**src/logic/mmio_pkg.sv**
```systemverilog
// ##########################################################
// MMIO peripheral definitions
// Bus request and response structs, region map, register
// field positions and the widths shared by the MMIO block
// ##########################################################

package mmio_pkg;

    // Bus and pin widths
    localparam int ADDR_WIDTH     = 20;
    localparam int DATA_WIDTH     = 32;
    localparam int STRB_WIDTH     = 4;
    localparam int FLASH_IO_WIDTH = 4;

    // Region field in the address
    localparam int REGION_LSB   = 16;
    localparam int REGION_WIDTH = 4;

    // DSP operand select
    localparam int DSP_SEL_B_BIT = 2;

    // Flash control write fields
    localparam int FLASH_IO_LSB     = 0;
    localparam int FLASH_OE_LSB     = 4;
    localparam int FLASH_CLK_BIT    = 8;
    localparam int FLASH_CSN_BIT    = 9;
    localparam int FLASH_ACTIVE_BIT = 15;

    // Pad control write fields
    localparam int PAD_LATCH_BIT = 0;
    localparam int PAD_CLK_BIT   = 1;

    // LED state out of reset with red on
    localparam logic [1:0] STATUS_RESET = 2'b01;

    typedef struct packed {
        logic                  valid;
        logic [ADDR_WIDTH-1:0] addr;
        logic [STRB_WIDTH-1:0] wstrb;
        logic [DATA_WIDTH-1:0] wdata;
    } host_req_t;

    typedef struct packed {
        logic                  ready;
        logic [DATA_WIDTH-1:0] rdata;
    } host_rsp_t;

    typedef struct packed {
        logic                      clk;
        logic                      csn;
        logic [FLASH_IO_WIDTH-1:0] io_out;
        logic [FLASH_IO_WIDTH-1:0] io_oe;
    } flash_pins_t;

    typedef enum logic [2:0] {
        REGION_STATUS,
        REGION_DSP,
        REGION_PAD,
        REGION_FLASH,
        REGION_NONE
    } mmio_region_e;

    // Upper address nibble selects the peripheral
    function automatic mmio_region_e decode_region(input logic [ADDR_WIDTH-1:0] addr);
        logic [REGION_WIDTH-1:0] field;
        field = addr[REGION_LSB +: REGION_WIDTH];
        case (field)
            4'd0:    return REGION_STATUS;
            4'd1:    return REGION_DSP;
            4'd2:    return REGION_PAD;
            4'd3:    return REGION_FLASH;
            default: return REGION_NONE;
        endcase
    endfunction

endpackage
```
**src/logic/mmio_top.sv**
```systemverilog
// ##########################################################
// MMIO peripheral block
// Bus control with the multiplier, gamepad shifter and
// flash bit-bang port behind it
// ##########################################################

`timescale 1ns/1ps

module mmio_top
    import mmio_pkg::*;
(
    input  logic                      vdp_clk,
    input  logic                      vdp_reset,

    input  host_req_t                 host_req,
    output host_rsp_t                 host_rsp,

    input  logic                      btn_1,
    input  logic                      btn_2,
    input  logic                      btn_3,

    output logic                      led_r,
    output logic                      led_b,

    output flash_pins_t               flash_pins,
    input  logic [FLASH_IO_WIDTH-1:0] flash_io_in
);

    localparam int OPERAND_WIDTH = 16;
    localparam int PAD_BITS      = 16;

    logic                      dsp_write_a;
    logic                      dsp_write_b;
    logic                      pad_write;
    logic                      flash_write;
    logic [DATA_WIDTH-1:0]     write_data;
    logic [DATA_WIDTH-1:0]     product;
    logic                      pad_bit;
    logic [FLASH_IO_WIDTH-1:0] flash_sample;

    mmio_bus_ctrl bus_ctrl_i (
        .vdp_clk      (vdp_clk),
        .vdp_reset    (vdp_reset),
        .host_req     (host_req),
        .host_rsp     (host_rsp),
        .dsp_write_a  (dsp_write_a),
        .dsp_write_b  (dsp_write_b),
        .pad_write    (pad_write),
        .flash_write  (flash_write),
        .write_data   (write_data),
        .product      (product),
        .pad_bit      (pad_bit),
        .flash_sample (flash_sample),
        .led_r        (led_r),
        .led_b        (led_b)
    );

    // Operands come from the low half of the write data
    dsp_multiplier #(
        .OPERAND_WIDTH (OPERAND_WIDTH)
    ) dsp_i (
        .vdp_clk (vdp_clk),
        .write_a (dsp_write_a),
        .write_b (dsp_write_b),
        .operand (write_data[OPERAND_WIDTH-1:0]),
        .product (product)
    );

    pad_shifter #(
        .PAD_BITS (PAD_BITS)
    ) pad_i (
        .vdp_clk    (vdp_clk),
        .vdp_reset  (vdp_reset),
        .pad_write  (pad_write),
        .write_data (write_data),
        .btn_1      (btn_1),
        .btn_2      (btn_2),
        .btn_3      (btn_3),
        .pad_bit    (pad_bit)
    );

    flash_bitbang flash_i (
        .vdp_clk      (vdp_clk),
        .vdp_reset    (vdp_reset),
        .flash_write  (flash_write),
        .write_data   (write_data),
        .flash_io_in  (flash_io_in),
        .flash_pins   (flash_pins),
        .flash_sample (flash_sample)
    );

endmodule

```
**src/logic/flash_bitbang.sv**
```systemverilog
// ##########################################################
// Flash bit-bang port
// Software-driven clock, chip select and quad IO lines that
// stay idle whenever bit-bang mode is off
// ##########################################################

`timescale 1ns/1ps

module flash_bitbang
    import mmio_pkg::*;
(
    input  logic                      vdp_clk,
    input  logic                      vdp_reset,

    input  logic                      flash_write,
    input  logic [DATA_WIDTH-1:0]     write_data,

    input  logic [FLASH_IO_WIDTH-1:0] flash_io_in,
    output flash_pins_t               flash_pins,
    output logic [FLASH_IO_WIDTH-1:0] flash_sample
);

    logic        active_q;
    flash_pins_t fields_q;

    // Pin fields from the last control write
    always_ff @(posedge vdp_clk) begin
        if (flash_write) begin
            fields_q.io_out <= write_data[FLASH_IO_LSB +: FLASH_IO_WIDTH];
            fields_q.io_oe  <= write_data[FLASH_OE_LSB +: FLASH_IO_WIDTH];
            fields_q.clk    <= write_data[FLASH_CLK_BIT];
            fields_q.csn    <= write_data[FLASH_CSN_BIT];
        end
    end

    always_ff @(posedge vdp_clk) begin
        if (vdp_reset) begin
            active_q <= 1'b0;
        end else if (flash_write) begin
            active_q <= write_data[FLASH_ACTIVE_BIT];
        end
    end

    // Deselected and undriven while inactive
    always_comb begin
        if (active_q) begin
            flash_pins = fields_q;
        end else begin
            flash_pins.clk    = 1'b0;
            flash_pins.csn    = 1'b1;
            flash_pins.io_out = '0;
            flash_pins.io_oe  = '0;
        end
    end

    // IO lines sampled every cycle for software reads
    always_ff @(posedge vdp_clk) begin
        flash_sample <= flash_io_in;
    end

endmodule

```
**src/logic/pad_shifter.sv**
```systemverilog
// ##########################################################
// Gamepad shifter
// Loads the board buttons under software latch and clock
// control and shifts them out one bit at a time
// ##########################################################

`timescale 1ns/1ps

module pad_shifter
    import mmio_pkg::*;
#(
    parameter int PAD_BITS = 16
) (
    input  logic                  vdp_clk,
    input  logic                  vdp_reset,

    input  logic                  pad_write,
    input  logic [DATA_WIDTH-1:0] write_data,

    input  logic                  btn_1,
    input  logic                  btn_2,
    input  logic                  btn_3,

    output logic                  pad_bit
);

    logic                pad_latch;
    logic                pad_clk;
    logic                pad_clk_q;
    logic                pad_shift;
    logic [PAD_BITS-1:0] pad_load;
    logic [PAD_BITS-1:0] pad_q;

    always_ff @(posedge vdp_clk) begin
        if (vdp_reset) begin
            pad_latch <= 1'b0;
            pad_clk   <= 1'b0;
            pad_clk_q <= 1'b0;
        end else begin
            if (pad_write) begin
                pad_latch <= write_data[PAD_LATCH_BIT];
                pad_clk   <= write_data[PAD_CLK_BIT];
            end
            pad_clk_q <= pad_clk;
        end
    end

    assign pad_shift = pad_clk && !pad_clk_q;

    // Left, right and B buttons in their controller positions
    always_comb begin
        pad_load    = '0;
        pad_load[7] = btn_1;
        pad_load[6] = btn_3;
        pad_load[0] = btn_2;
    end

    always_ff @(posedge vdp_clk) begin
        if (pad_shift) begin
            pad_q <= {1'b0, pad_q[PAD_BITS-1:1]};
        end else if (pad_latch) begin
            pad_q <= pad_load;
        end
    end

    assign pad_bit = pad_q[0];

endmodule

```
**src/logic/dsp_multiplier.sv**
```systemverilog
// ##########################################################
// DSP multiplier
// Two signed operand registers and a registered product
// ##########################################################

`timescale 1ns/1ps

module dsp_multiplier #(
    parameter int OPERAND_WIDTH = 16
) (
    input  logic                         vdp_clk,

    input  logic                         write_a,
    input  logic                         write_b,
    input  logic [OPERAND_WIDTH-1:0]     operand,

    output logic [2*OPERAND_WIDTH-1:0]   product
);

    logic [OPERAND_WIDTH-1:0] mult_a;
    logic [OPERAND_WIDTH-1:0] mult_b;

    // Flat enables keep the operands in the MAC block input registers
    always_ff @(posedge vdp_clk) begin
        if (write_a) begin
            mult_a <= operand;
        end

        if (write_b) begin
            mult_b <= operand;
        end
    end

    // Signed product is ready one cycle after an operand changes
    always_ff @(posedge vdp_clk) begin
        product <= $signed(mult_a) * $signed(mult_b);
    end

endmodule

```
**src/logic/mmio_bus_ctrl.sv**
```systemverilog
// ##########################################################
// MMIO bus control
// Decodes the region of each request, issues one-cycle
// write strobes, holds the status LEDs and returns ready
// with the read data two cycles after valid rises
// ##########################################################

`timescale 1ns/1ps

module mmio_bus_ctrl
    import mmio_pkg::*;
(
    input  logic                      vdp_clk,
    input  logic                      vdp_reset,

    input  host_req_t                 host_req,
    output host_rsp_t                 host_rsp,

    output logic                      dsp_write_a,
    output logic                      dsp_write_b,
    output logic                      pad_write,
    output logic                      flash_write,
    output logic [DATA_WIDTH-1:0]     write_data,

    input  logic [DATA_WIDTH-1:0]     product,
    input  logic                      pad_bit,
    input  logic [FLASH_IO_WIDTH-1:0] flash_sample,

    output logic                      led_r,
    output logic                      led_b
);

    logic                  valid_q;
    logic                  start_q;
    logic                  status_write;
    logic                  is_write_q;
    mmio_region_e          region_q;
    logic [DATA_WIDTH-1:0] wdata_q;
    logic [1:0]            status_q;
    logic                  ready_q;
    logic [DATA_WIDTH-1:0] rdata_q;
    logic [DATA_WIDTH-1:0] read_value;

    logic         new_req;
    logic         req_is_write;
    mmio_region_e req_region;

    // Only the first cycle of a held valid starts an access
    assign new_req      = host_req.valid && !valid_q;
    assign req_is_write = |host_req.wstrb;
    assign req_region   = decode_region(host_req.addr);

    always_ff @(posedge vdp_clk) begin
        if (vdp_reset) begin
            valid_q      <= 1'b0;
            start_q      <= 1'b0;
            status_write <= 1'b0;
            dsp_write_a  <= 1'b0;
            dsp_write_b  <= 1'b0;
            pad_write    <= 1'b0;
            flash_write  <= 1'b0;
        end else begin
            valid_q      <= host_req.valid;
            start_q      <= new_req;
            status_write <= new_req && req_is_write && (req_region == REGION_STATUS);
            dsp_write_a  <= new_req && req_is_write && (req_region == REGION_DSP) &&
                            !host_req.addr[DSP_SEL_B_BIT];
            dsp_write_b  <= new_req && req_is_write && (req_region == REGION_DSP) &&
                            host_req.addr[DSP_SEL_B_BIT];
            pad_write    <= new_req && req_is_write && (req_region == REGION_PAD);
            flash_write  <= new_req && req_is_write && (req_region == REGION_FLASH);
        end
    end

    // Request payload held for the datapath modules
    always_ff @(posedge vdp_clk) begin
        if (new_req) begin
            is_write_q <= req_is_write;
            region_q   <= req_region;
            wdata_q    <= host_req.wdata;
        end
    end

    assign write_data = wdata_q;

    // Status LEDs
    always_ff @(posedge vdp_clk) begin
        if (vdp_reset) begin
            status_q <= STATUS_RESET;
        end else if (status_write) begin
            status_q <= wdata_q[1:0];
        end
    end

    assign led_r = status_q[0];
    assign led_b = status_q[1];

    // Read data per region with zero for writes
    always_comb begin
        read_value = '0;
        if (!is_write_q) begin
            case (region_q)
                REGION_DSP:   read_value = product;
                REGION_PAD:   read_value[0] = pad_bit;
                REGION_FLASH: read_value[FLASH_IO_WIDTH-1:0] = flash_sample;
                default:      read_value = '0;
            endcase
        end
    end

    always_ff @(posedge vdp_clk) begin
        if (vdp_reset) begin
            ready_q <= 1'b0;
        end else begin
            ready_q <= start_q;
        end
    end

    always_ff @(posedge vdp_clk) begin
        rdata_q <= read_value;
    end

    assign host_rsp = '{ready: ready_q, rdata: rdata_q};

endmodule

```
**config.mk**
```make
export PLATFORM = sky130hd
export DESIGN_NAME = mmio_top
export DESIGN_NICKNAME = d
export VERILOG_FILES = /design/src/logic/mmio_pkg.sv /design/src/logic/mmio_top.sv /design/src/logic/flash_bitbang.sv /design/src/logic/pad_shifter.sv /design/src/logic/dsp_multiplier.sv /design/src/logic/mmio_bus_ctrl.sv
export SDC_FILE = /design/constraint.sdc
export NUM_CORES = 1
export LEC_CHECK = 0
export BUFFER_PORTS_ARGS = -buffer_cell sky130_fd_sc_hd__buf_2
export CORE_ASPECT_RATIO = 1.1
export CORE_MARGIN = 2
export CORE_UTILIZATION = 55
export CTS_BUF_LIST = sky130_fd_sc_hd__clkbuf_4 sky130_fd_sc_hd__clkbuf_8
export DETAILED_ROUTE_END_ITERATION = 10
export GPL_TIMING_DRIVEN = 0
export PLACE_DENSITY = 0.71
export REMOVE_ABC_BUFFERS = 1
export SLEW_MARGIN = 20
export SYNTH_ARGS = -nofsm -noshare
export SYNTH_HDL_FRONTEND = slang
export SYNTH_SLANG_ARGS = --single-unit
```
**constraint.sdc**
```tcl
create_clock -name vdp_clk -period 11.93 [get_ports vdp_clk]
set_input_delay 1.7895 -clock vdp_clk [delete_from_list [all_inputs] [get_ports vdp_clk]]
set_output_delay 1.7895 -clock vdp_clk [all_outputs]
set_load 0.01 [all_outputs]
```
==> metrics.txt, run 1 <==
# setup viols final 0; DRC 0; Clock Latency Late Sink 0.47 ns; vias in the first global route 10,008; Yosys Warn Count 0; Post-Syn Instances roughly 1,400; # hold bufs at CTS 0; top cells by area, synth fa_1 (36%), edfxtp_1 (15%), dfxtp_1 (11%), inv_1 (8.3%), ha_1 (7.1%); cell area after synthesis around 14,000 um2; Worst-Margin Slew 0.765 ns; Final Cycle Share 0.564; Critical Path AT between 7 and 8 ns; antenna violations before repair 0; die height roughly 170 um; CP Capture Type flip-flop; Synth area leader fa_1; RSZ-0062 raised after global routing false; post-synthesis sequential area ratio 0.260; cell repeated most along the worst path fa_1; nets@finish roughly 1,800; ys async rst share 0; TritonCTS Sinks 152; Top FF cell, synth dfxtp_1; GPL Wtd Cong 0.830; post-synth top area share 0.365; EDFF count, synth 70; Fill cells 2,251; IO Count 111; critical-path cell list nand2_1 > inv_1 > fa_1 > fa_1 > fa_1 > fa_1 > fa_1 > inv_1 > fa_1 > inv_1 > ha_1 > nand4_1 > a211oi_1 > o21ai_1 > a31oi_1 > o2111ai_1 > a21oi_1 > and4b_1; layout cell share with drive strength beyond 1 0.0841; Antenna Cells 0; first-pass GRT wire length 48.0 mm; Die Wd 158 um; root buffer cell clkbuf_8; Area growth syn-to-layout 7.77%; Avg Vias per Cell 5.10; GRT Util Overall 0.228; worst-path maximum fanout 16; Clock Skew 0.0238 ns; Hold Path Class flip-flop to flip-flop; outcome complete, no violations; drt wl/cell 15.6 um; Pleak 7.56 nW; Initial DRC Count 450; Pint about 0.88 mW; Comb power frac 0.207; post-layout min period 6.73 ns; critical path's largest stage delay 0.72 ns; most frequent cells in the layout inv_1 (319), fa_1 (262), and2_1 (163); Worst-path clk slew 0.11 ns; Worst setup SP type flip-flop; Mean Syn Cell Area 10.4 um2; routed wire length 28.1 mm; H-Tree Depth 4; TritonCTS Buffers 17; Sw Ratio 0.307; f_max 0.149 GHz; Crit-path slowest cell fa_1; Slew Limit Fails 0; final hold vios 0; residual antenna-violating net count after detailed routing 0; Die ar. 27,500 um2; Psw about 0.39 mW; DRT Pass-1 Iters 5; peak supply drop 90.6 uV; clock power share 0.323; Post-Layout Cell Count 1,802; Critical Path RT about 12 ns; Placed Cells between 1,500 and 2,000; grt total ovfl 0; sequential share of power 0.470; port bufs 79; CORE AREA 25,900 um2; via count 9,189; Setup CP Type flip-flop to flip-flop; post-CTS resize count 0; Bufs on Longest Clock Path 2; TNS Setup 0 ns; pwr/cell area 82.4 nW/um2; commonest non-fill, non-tap cell in the layout inv_1; CTS tree yes; postcts setup bufs 0; Max-cap violations 0; Detailed Place HPWL around 22 mm; Yosys reg bits 152; Initial Util 0.555; Max-slew headroom 0.489; FP Rows 62; Netlist cell types 53; largest net degree at the start of global routing 22
worst paths after layout:
| path | start | to | slack [ns] | cells after the start |
|---|---|---|---|---|
| hold reg to reg | dsp_i.product[4]$_DFF_P_ | bus_ctrl_i.rdata_q[4]$_SDFF_PP0_ | 0.43 | 1 |
| setup reg to reg | dsp_i.mult_b[1]$_DFFE_PP_ | dsp_i.product[31]$_DFF_P_ | 5.20 | 18 |
| setup / recovery | dsp_i.mult_b[1]$_DFFE_PP_ | dsp_i.product[31]$_DFF_P_ | 5.20 | 18 |
| hold / removal | dsp_i.product[4]$_DFF_P_ | bus_ctrl_i.rdata_q[4]$_SDFF_PP0_ | 0.43 | 1 |
synth_stat cells, types with 7 or more instances:
cell type  number
fa_1          262
nand2b_1       11
mux2i_1         7
a211oi_1        7
xnor2_1        24
clkbuf_1       40
a21oi_1        21
nand2_1       133
and2_1        163
inv_1         319
dfxtp_1        82
nor2b_1        12
a21o_1         15
nand3_1         9
ha_1           82
xor2_1          8
o21ai_0         9
edfxtp_1       70
nor2_1         42
kinds of logic after synthesis:
group / share of synthesized area
simple gates: 0.141
buf+inv: 0.0948
fa+ha+maj: 0.436
flops: 0.260
compound gates: 0.0406
xor+xnor: 0.0195
mux: 0.00801
power groups by stage:
stage                     combinational [mW]  clock [mW]  sequential (mW)
final                                  0.265       0.412            0.599
after global routing                   0.305       0.447            0.604
after CTS                              0.267       0.427            0.600
after detailed placement               0.266           0            0.612
after global placement                 0.258           0            0.611
after floorplan                        0.205           0            0.609
flip-flops by register name, indices dropped and copies added, names as in the netlist, 2 cells and up:
name	flops
bus_ctrl_i.write_data	16
flash_i.fields_q	10
bus_ctrl_i.rdata_q	32
dsp_i.mult_a	16
pad_i.pad_q	8
bus_ctrl_i.region_q	3
dsp_i.product	32
bus_ctrl_i.status_q	2
dsp_i.mult_b	16
flash_i.flash_sample	4
final cells by class:
class	count	area, um2	area share
clock buffer	17	234	0.0151
clock inverter	15	183	0.0118
inverter	319	1200	0.0773
multi-input combinational	866	9280	0.599
sequential	152	3740	0.242
tap	352	440	0.0284
timing repair buffer	81	422	0.0272
through the flow:
step	hold WS (ns)	setup slack, ns	power [mW]	utilization	area (um2)
6_report	0.428	5.20	1.28	0.598	15500
2_1_floorplan	0.406	6.15	0.815	-	14200
3_3_place_gp	0.408	5.33	0.869	0.581	15000
5_1_grt	0.442	5.04	1.36	0.598	15500
4_1_cts	0.435	5.23	1.29	0.598	15500
3_5_place_dp	0.413	5.27	0.878	0.582	15100
critical path: cells and delay by family, from the launching register on:
| kind | cells | cell delay (ns) |
|---|---|---|
| simple gates | 3 | 0.64 |
| compound gates | 5 | 1.47 |
| fa+ha+maj | 7 | 3.62 |
| buf+inv | 3 | 0.21 |
| flops | 1 | 0.68 |
metal layers:
layer	track usage	vias to the layer above	wire (um)	part of all wire
met5	0	-	0	0
met4	0.0833	0	737	0.026
met3	0.0305	51	1050	0.037
met2	0.400	205	14800	0.53
met1	0.289	4688	11500	0.41
li1	-	4245	-	-
No activity file was read; power rests on OpenSTA's default activity.
==> run 2, diff against run 1 <==
--- a/config.mk
+++ b/config.mk
@@ -5,6 +5,7 @@
 export SDC_FILE = /design/constraint.sdc
 export NUM_CORES = 1
 export LEC_CHECK = 0
+export ABC_AREA = 1
 export BUFFER_PORTS_ARGS = -buffer_cell sky130_fd_sc_hd__buf_2
 export CORE_ASPECT_RATIO = 1.1
 export CORE_MARGIN = 2
@@ -12,7 +13,7 @@
 export CTS_BUF_LIST = sky130_fd_sc_hd__clkbuf_4 sky130_fd_sc_hd__clkbuf_8
 export DETAILED_ROUTE_END_ITERATION = 10
 export GPL_TIMING_DRIVEN = 0
-export PLACE_DENSITY = 0.71
+export PLACE_DENSITY = 0.74
 export REMOVE_ABC_BUFFERS = 1
 export SLEW_MARGIN = 20
 export SYNTH_ARGS = -nofsm -noshare
==> constraint.sdc (replaced) <==
create_clock -name vdp_clk -period 5.7 [get_ports vdp_clk]
set_input_delay 0.855 -clock vdp_clk [delete_from_list [all_inputs] [get_ports vdp_clk]]
set_output_delay 0.855 -clock vdp_clk [all_outputs]
set_load 0.01 [all_outputs]
==> run 2 against run 1 <==
Effect of this change:
- setup slack worse by 5.0 ns
- fmax grew 23%
- synthesized cell count rose by 30%
- design area is 11% higher
- flip-flop and latch count unchanged
- critical endpoint unchanged
==> metrics.txt, run 2 <==
outcome complete, no violations; via count 11,374 (+24%); root buffer cell clkbuf_8; Clock Latency Late Sink 0.48 ns (about the same); count leader, synth inv_1; Mean Syn Cell Area 8.49 um2 (-18%); drt wl/cell 14.9 um (-4.5%); Worst setup SP type flip-flop; Final Cell Area 17,200 um2 (+11%); Antenna Cells 0 (unchanged); Cell Area, Placed 15,900 um2 (+5.6%); Die Wd 163 um (+3.0%); pwr/cell area 166 nW/um2 (+100%); CTS tree yes; Top Registers bus_ctrl_i.rdata_q x32, dsp_i.product x32; GPL Wtd Cong 0.912 (+9.8%); DRT Pass-1 Iters 5 (unchanged); commonest non-fill, non-tap cell in the layout inv_1; RR Startpoint dsp_i.mult_b[1]$_DFFE_PP_; Clock Skew 0.0279 ns (+0.00404 ns); H-Tree Depth 4 (unchanged); ys async rst share 0 (unchanged); met2 Resource Use GR 0.457 (+0.0569); Initial DRC Count 667 (+48%); Post-Layout Cell Count 2,302 (+28%); grt total ovfl 0 (unchanged); # hold bufs at CTS 0 (unchanged); nets@finish 2,336 (+26%); Hold Path Class flip-flop to flip-flop; Synth area leader fa_1; TritonCTS Sinks 152 (unchanged); top cells by area, synth fa_1 (34%), edfxtp_1 (14%), inv_1 (14%), dfxtp_1 (11%), nand2_1 (11%); layout cell share with drive strength beyond 1 0.132 (+0.0474); Max-slew headroom 0.482 (-0.00687); CP Capture Type flip-flop; Max-cap violations 0 (unchanged); worst-path maximum fanout 8 (-8); Critical Path RT 6.06 ns (-6.23 ns); total power 2.85 mW (+120%); port bufs 79 (unchanged); post-synthesis sequential area ratio 0.245 (-0.0155); Worst-Margin Slew 0.775 ns (+0.0103 ns); Top Usage Layer GRT met2; Worst-path clk slew 0.10 ns (about the same); Hold Startpoint dsp_i.product[6]$_DFF_P_; hold endpoint bus_ctrl_i.rdata_q[6]$_SDFF_PP0_; residual antenna-violating net count after detailed routing 0 (unchanged); GRT Util Overall 0.251 (+0.0232); Die ar. 29,100 um2 (+6.2%); first-pass GRT wire length 56.5 mm (+18%); TNS Setup 0 ns (unchanged); DRC 0 (unchanged); final hold vios 0 (unchanged); Register-to-Register Path Depth 21 (+3); Bufs on Longest Clock Path 2 (unchanged); Top FF cell, synth dfxtp_1; Final Cycle Share 0.964 (+0.400); Critical R2R Capture dsp_i.product[31]$_DFF_P_; Yosys Warn Count 0 (unchanged); IO Count 111 (unchanged); EDFF count, synth 70 (unchanged); FP Rows 64 (+3.2%); Avg Vias per Cell 4.94 (-3.1%); CORE AREA 27,500 um2 (+6.3%); routed wire length 34.2 mm (+22%); largest net degree at the start of global routing 29 (+32%); Post-synth top cells inv_1 (560), nand2_1 (430), fa_1 (262); post-layout min period 5.50 ns (-1.24 ns); reg2reg setup slack 0.20 ns (-4.99 ns); Post-Syn Instances 1,800 (+30%); Hold Slack 0.396 ns (-0.0315 ns); peak supply drop 269 uV (+200%); most frequent cells in the layout inv_1 (559), nand2_1 (427), fa_1 (256); Initial Util 0.555 (about the same); Yosys reg bits 152 (unchanged); post-synth top area share 0.343 (-0.0216); RSZ-0062 raised after global routing true; antenna violations before repair 1 (+1); Setup CP Type flip-flop to flip-flop; # setup viols final 0 (unchanged); Area growth syn-to-layout 12.3%; Critical Path AT 5.86 ns (-1.23 ns); Detailed Place HPWL 26.1 mm (+18%); f_max 0.182 GHz (+23%); Pleak 9.76 nW (+29%); vias in the first global route 11,995 (+20%); Slew Limit Fails 0 (unchanged); met3 Use GR 0.0412 (+0.0107); Netlist cell types 32 (-40%); TritonCTS Buffers 17 (unchanged); global-route met1 utilization 0.291 (+0.00209); Placed Cells 2,182 (+23%); cell area after synthesis 15,300 um2 (+6.3%); Min-Delay Path Depth 2 (+1); die height 179 um (+3.0%)
==> run 2: cell types whose count changed in the layout (fill, tap and decap cells not counted), sizes merged, moves of 12 or more <==
cell / before / now
nand2: 133 / 435
inv: 326 / 567
and2: 163 / 1
buf: 81 / 168
nor2: 42 / 99
nand3: 9 / 38
xnor2: 24 / 2
a21o: 15 / 3
nor2b: 12 / 0
==> run 2: cells by family after synthesis <==
group | count (synthesis) | synth area share
AO/OA/AOI/OAI | 51 | 0.0184
XOR/XNOR | 20 | 0.0115
adder cells (fa/ha/maj) | 344 | 0.410
buffers and inverters | 623 | 0.153
flip-flops | 152 | 0.245
AND/OR/NAND/NOR | 610 | 0.161
==> run 2: routing by layer <==
layer	up-vias	wire, um
li1	5347	-
met1	5512	12800
met2	403	17800
met3	110	1970
met4	2	1590
met5	-	13
==> run 2: metrics by stage <==
stage | util | setup WS (ns)
final | 0.623 | 0.204
after global routing | 0.623 | -0.0469
after CTS | 0.605 | 0.0257
after detailed placement | 0.578 | -0.463
after global placement | 0.577 | -0.435
after floorplan | - | 0.408
==> run 2: final cells by class <==
type | instances | area (um2)
Clock buffer | 17 | 234
Clock inverter | 15 | 200
Fill cell | 2325 | 10400
Inverter | 562 | 2110
Multi-Input combinational cell | 1025 | 9300
Sequential cell | 152 | 3740
Tap cell | 363 | 454
Timing Repair Buffer | 168 | 1130
==> run 2: worst max-delay path by stage <==
stage	startpoint	to	slack, ns	cells after the start
6_report	dsp_i.mult_b[1]$_DFFE_PP_	dsp_i.product[31]$_DFF_P_	0.20	21
5_1_grt	dsp_i.mult_a[15]$_DFFE_PP_	dsp_i.product[31]$_DFF_P_	-0.05	22
4_1_cts	dsp_i.mult_a[8]$_DFFE_PP_	dsp_i.product[29]$_DFF_P_	0.03	19
3_5_place_dp	dsp_i.mult_b[4]$_DFFE_PP_	dsp_i.product[30]$_DFF_P_	-0.46	19
3_3_place_gp	dsp_i.mult_b[4]$_DFFE_PP_	dsp_i.product[31]$_DFF_P_	-0.44	20
2_1_floorplan	dsp_i.mult_b[1]$_DFFE_PP_	dsp_i.product[31]$_DFF_P_	0.41	20
==> run 2: report_power, final <==
part	internal (mW)	switching (mW)	leakage, nW	total, mW
registers	1.23	0.0269	1.32	1.26
clock network	0.378	0.495	0.216	0.873
logic	0.267	0.446	8.23	0.713
total	1.88	0.968	9.76	2.85
==> run 2: what timing repair did <==
item / 4_1_cts / 5_1_grt
buffers inserted: 41 / 47
setup endpoints to repair: 14 / 19
cloned: 0 / 0
gates resized for setup: 1 / 32
pin swaps: 0 / 5
==> run 2: worst max-delay path: stages (launching register included) <==
cell and delay [ns]:
edfxtp_1 0.48, nand2_1 0.15, inv_1 0.09, fa_2 0.62
fa_2 0.58, buf_4 0.19, fa_1 0.39, fa_1 0.55
inv_1 0.06, fa_1 0.50, fa_1 0.49, inv_1 0.04
ha_2 0.38, nand2_1 0.15, nor2_2 0.13, nand2_1 0.10
nor3_1 0.14, nand2_1 0.13, inv_1 0.08, nor2_1 0.04
nand2_1 0.05, nand2_1 0.06
==> run 3, diff against run 2 <==
--- a/config.mk
+++ b/config.mk
@@ -10,7 +10,6 @@
 export CORE_ASPECT_RATIO = 1.1
 export CORE_MARGIN = 2
 export CORE_UTILIZATION = 55
-export CTS_BUF_LIST = sky130_fd_sc_hd__clkbuf_4 sky130_fd_sc_hd__clkbuf_8
 export DETAILED_ROUTE_END_ITERATION = 10
 export GPL_TIMING_DRIVEN = 0
 export PLACE_DENSITY = 0.74
==> run 3 against run 2 <==
Effect of this change:
- first-iteration DRC count increased by 18%
- clock power increased by 34%
- combinational power increased by 1%
- critical path type unchanged
==> metrics.txt, run 3 (synthesis gave the netlist of run 2 again) <==
Hold Path Class flip-flop to flip-flop; root buffer cell clkbuf_16; CP Capture Type flip-flop; Clock Skew 0.0180 ns (-0.00989 ns); TritonCTS Buffers 17 (unchanged); largest net degree at the start of global routing 29 (unchanged); f_max 0.182 GHz (+0.27%); Final Cell Area 17,400 um2 (+1.5%); routed wire length 34.9 mm (+1.9%); pwr/cell area 181 nW/um2 (+9.1%); Clock Latency Late Sink 0.44 ns (-0.04 ns); via count 11,459 (+0.75%); GPL Wtd Cong 0.912 (unchanged); Slew Limit Fails 0 (unchanged); FP Rows 64 (unchanged); CORE AREA 27,500 um2 (unchanged); drt wl/cell 15.1 um (+1.7%); most frequent cells in the layout inv_1 (559), nand2_1 (425), fa_1 (256); multi-input logic area 9340 um2 (+0.42%); layout cell share with drive strength beyond 1 0.137 (+0.00598); first-pass GRT wire length 56.9 mm (+0.65%); Area growth syn-to-layout 14.1%; Setup CP Type flip-flop to flip-flop; peak supply drop 266 uV (-1.2%); worst slack, placed -0.463 ns (unchanged); Worst-path clk slew 0.08 ns (-0.02 ns); Critical Path Start dsp_i.mult_b[2]$_DFFE_PP_; Max-slew headroom 0.471 (-0.0114); RR Startpoint dsp_i.mult_b[2]$_DFFE_PP_; grt total ovfl 0 (unchanged); Initial Util 0.555 (unchanged); antenna violations before repair 1 (unchanged); nets@finish 2,339 (+0.13%); FF/Latch Area 3740 um2 (unchanged); Worst setup SP type flip-flop; critical-path cell list buf_4 > nand2_1 > inv_1 > fa_1 > inv_1 > fa_1 > fa_1 > inv_1 > fa_1 > fa_1 > inv_1 > fa_1 > inv_1 > ha_2 > nand2_1 > inv_1 > nand2_1 > nor2_1 > nand4_1 > nand3b_1 > xor2_1; Fill cells 2,276 (-2.1%); Max-cap violations 0 (unchanged); worst-path maximum fanout 15 (+7); Die Wd 163 um (unchanged); PnR worst setup slack 0.219 ns (+0.0149 ns); reg2reg setup slack 0.22 ns (about the same); Bufs on Longest Clock Path 2 (unchanged); commonest non-fill, non-tap cell in the layout inv_1; Top Registers bus_ctrl_i.rdata_q x32, dsp_i.product x32; residual antenna-violating net count after detailed routing 0 (unchanged); die height 179 um (unchanged); Detailed Place HPWL 26.1 mm (unchanged); TritonCTS Sinks 152 (unchanged); CTS tree yes; GRT Util Overall 0.253 (+0.00172); # hold bufs at CTS 0 (unchanged); Worst-Margin Slew 0.793 ns (+0.0171 ns); Pleak 9.87 nW (+1.1%); outcome complete, no violations; Die ar. 29,100 um2 (unchanged); DRC 0 (unchanged); hold endpoint bus_ctrl_i.rdata_q[6]$_SDFF_PP0_; post-layout min period 5.48 ns (-0.0149 ns); Initial DRC Count 787 (+18%); critical path's largest stage delay 0.53 ns (-0.09 ns); H-Tree Depth 4 (unchanged); Min-Delay Path Depth 2 (unchanged); Register-to-Register Path Depth 21 (unchanged); Crit-path slowest cell fa_1; kind of cell adding the most delay to the critical path adder cells; IO Count 111 (unchanged); Critical Path RT 6.05 ns (about the same); Final Cycle Share 0.962 (-0.00262); port bufs 79 (unchanged); vias in the first global route 12,029 (+0.28%); Cell Area, Placed 15,900 um2 (unchanged); final hold vios 0 (unchanged); Worst Path Buf+Inv 7 (+2); DRT Pass-1 Iters 5 (unchanged); Avg Vias per Cell 4.97 (+0.57%); Critical Path AT 5.83 ns (-0.03 ns); Critical R2R Capture dsp_i.product[23]$_DFF_P_; # setup viols final 0 (unchanged); Hold Startpoint dsp_i.product[6]$_DFF_P_
==> run 3: changes by cell type in the layout (fill, tap and decap cells not counted), moves of 2 or more <==
cell / previous run / this run
buf_6: 2 / 4
ha_1: 73 / 69
clkbuf_16: 0 / 17
nand2_2: 8 / 10
nand2_1: 427 / 425
ha_2: 7 / 10
clkbuf_8: 17 / 0
==> run 3: area by class of cell <==
cell class              count  share of cell area
multi-input cells        1025               0.536
clock buffers              17              0.0244
clock inverters            15              0.0115
well taps                 363              0.0260
flip-flops and latches    152               0.215
repair buffers            171              0.0665
inverters                 562               0.121
diodes                      1            0.000144
==> run 3: worst max path at each step <==
stage / to / slack [ns] / cells after the start
6_report: dsp_i.product[23]$_DFF_P_ / 0.22 / 21
4_1_cts: dsp_i.product[31]$_DFF_P_ / 0.0005 / 20
3_5_place_dp: dsp_i.product[30]$_DFF_P_ / -0.46 / 19
3_3_place_gp: dsp_i.product[31]$_DFF_P_ / -0.44 / 20
5_1_grt: dsp_i.product[30]$_DFF_P_ / -0.04 / 21
2_1_floorplan: dsp_i.product[31]$_DFF_P_ / 0.41 / 20
==> run 3: what timing repair did <==
item                                    4_1_cts  5_1_grt
gates cloned                                  0        0
pin swaps                                     1        3
gates resized for setup                       2       42
endpoints found under the setup margin       14       19
setup buffers                                39       52
==> run 3: power breakdown <==
part	leakage, nW	total, mW	internal (mW)	switching (mW)
sequential	1.32	1.26	1.23	0.0275
combinational	8.25	0.722	0.272	0.450
clock	0.304	1.17	0.635	0.532
==> run 3: worst register-to-register path, stage by stage, from the launching register on <==
cell	delay (ns)
edfxtp_1	0.47
buf_4	0.25
nand2_1	0.08
inv_1	0.05
fa_1	0.52
inv_1	0.05
fa_1	0.50
fa_1	0.53
inv_1	0.06
fa_1	0.48
fa_1	0.49
inv_1	0.05
fa_1	0.50
inv_1	0.05
ha_2	0.38
nand2_1	0.09
inv_1	0.10
nand2_1	0.15
nor2_1	0.20
nand4_1	0.10
nand3b_1	0.11
xor2_1	0.18
==> run 3: layer usage <==
metal / wire length (um) / vias up / GRT usage / part of all wire
li1: - / 5360 / - / -
met1: 13100 / 5550 / 0.296 / 0.38
met2: 18100 / 438 / 0.463 / 0.52
met3: 2110 / 111 / 0.0335 / 0.060
met4: 1540 / 0 / 0.117 / 0.044
met5: 0 / - / 0 / 0
==> run 3: metrics by stage <==
step | util | TNS, ns | instances | power [mW] | hold slack (ns)
2_1_floorplan | - | 0 | 1739 | 1.78 | 0.388
3_3_place_gp | 0.577 | -2.92 | 2181 | 1.95 | 0.391
3_5_place_dp | 0.578 | -3.24 | 2182 | 1.96 | 0.398
4_1_cts | 0.612 | 0 | 2253 | 3.13 | 0.402
5_1_grt | 0.633 | -0.0757 | 2305 | 3.32 | 0.406
6_report | 0.633 | 0 | 2306 | 3.15 | 0.402
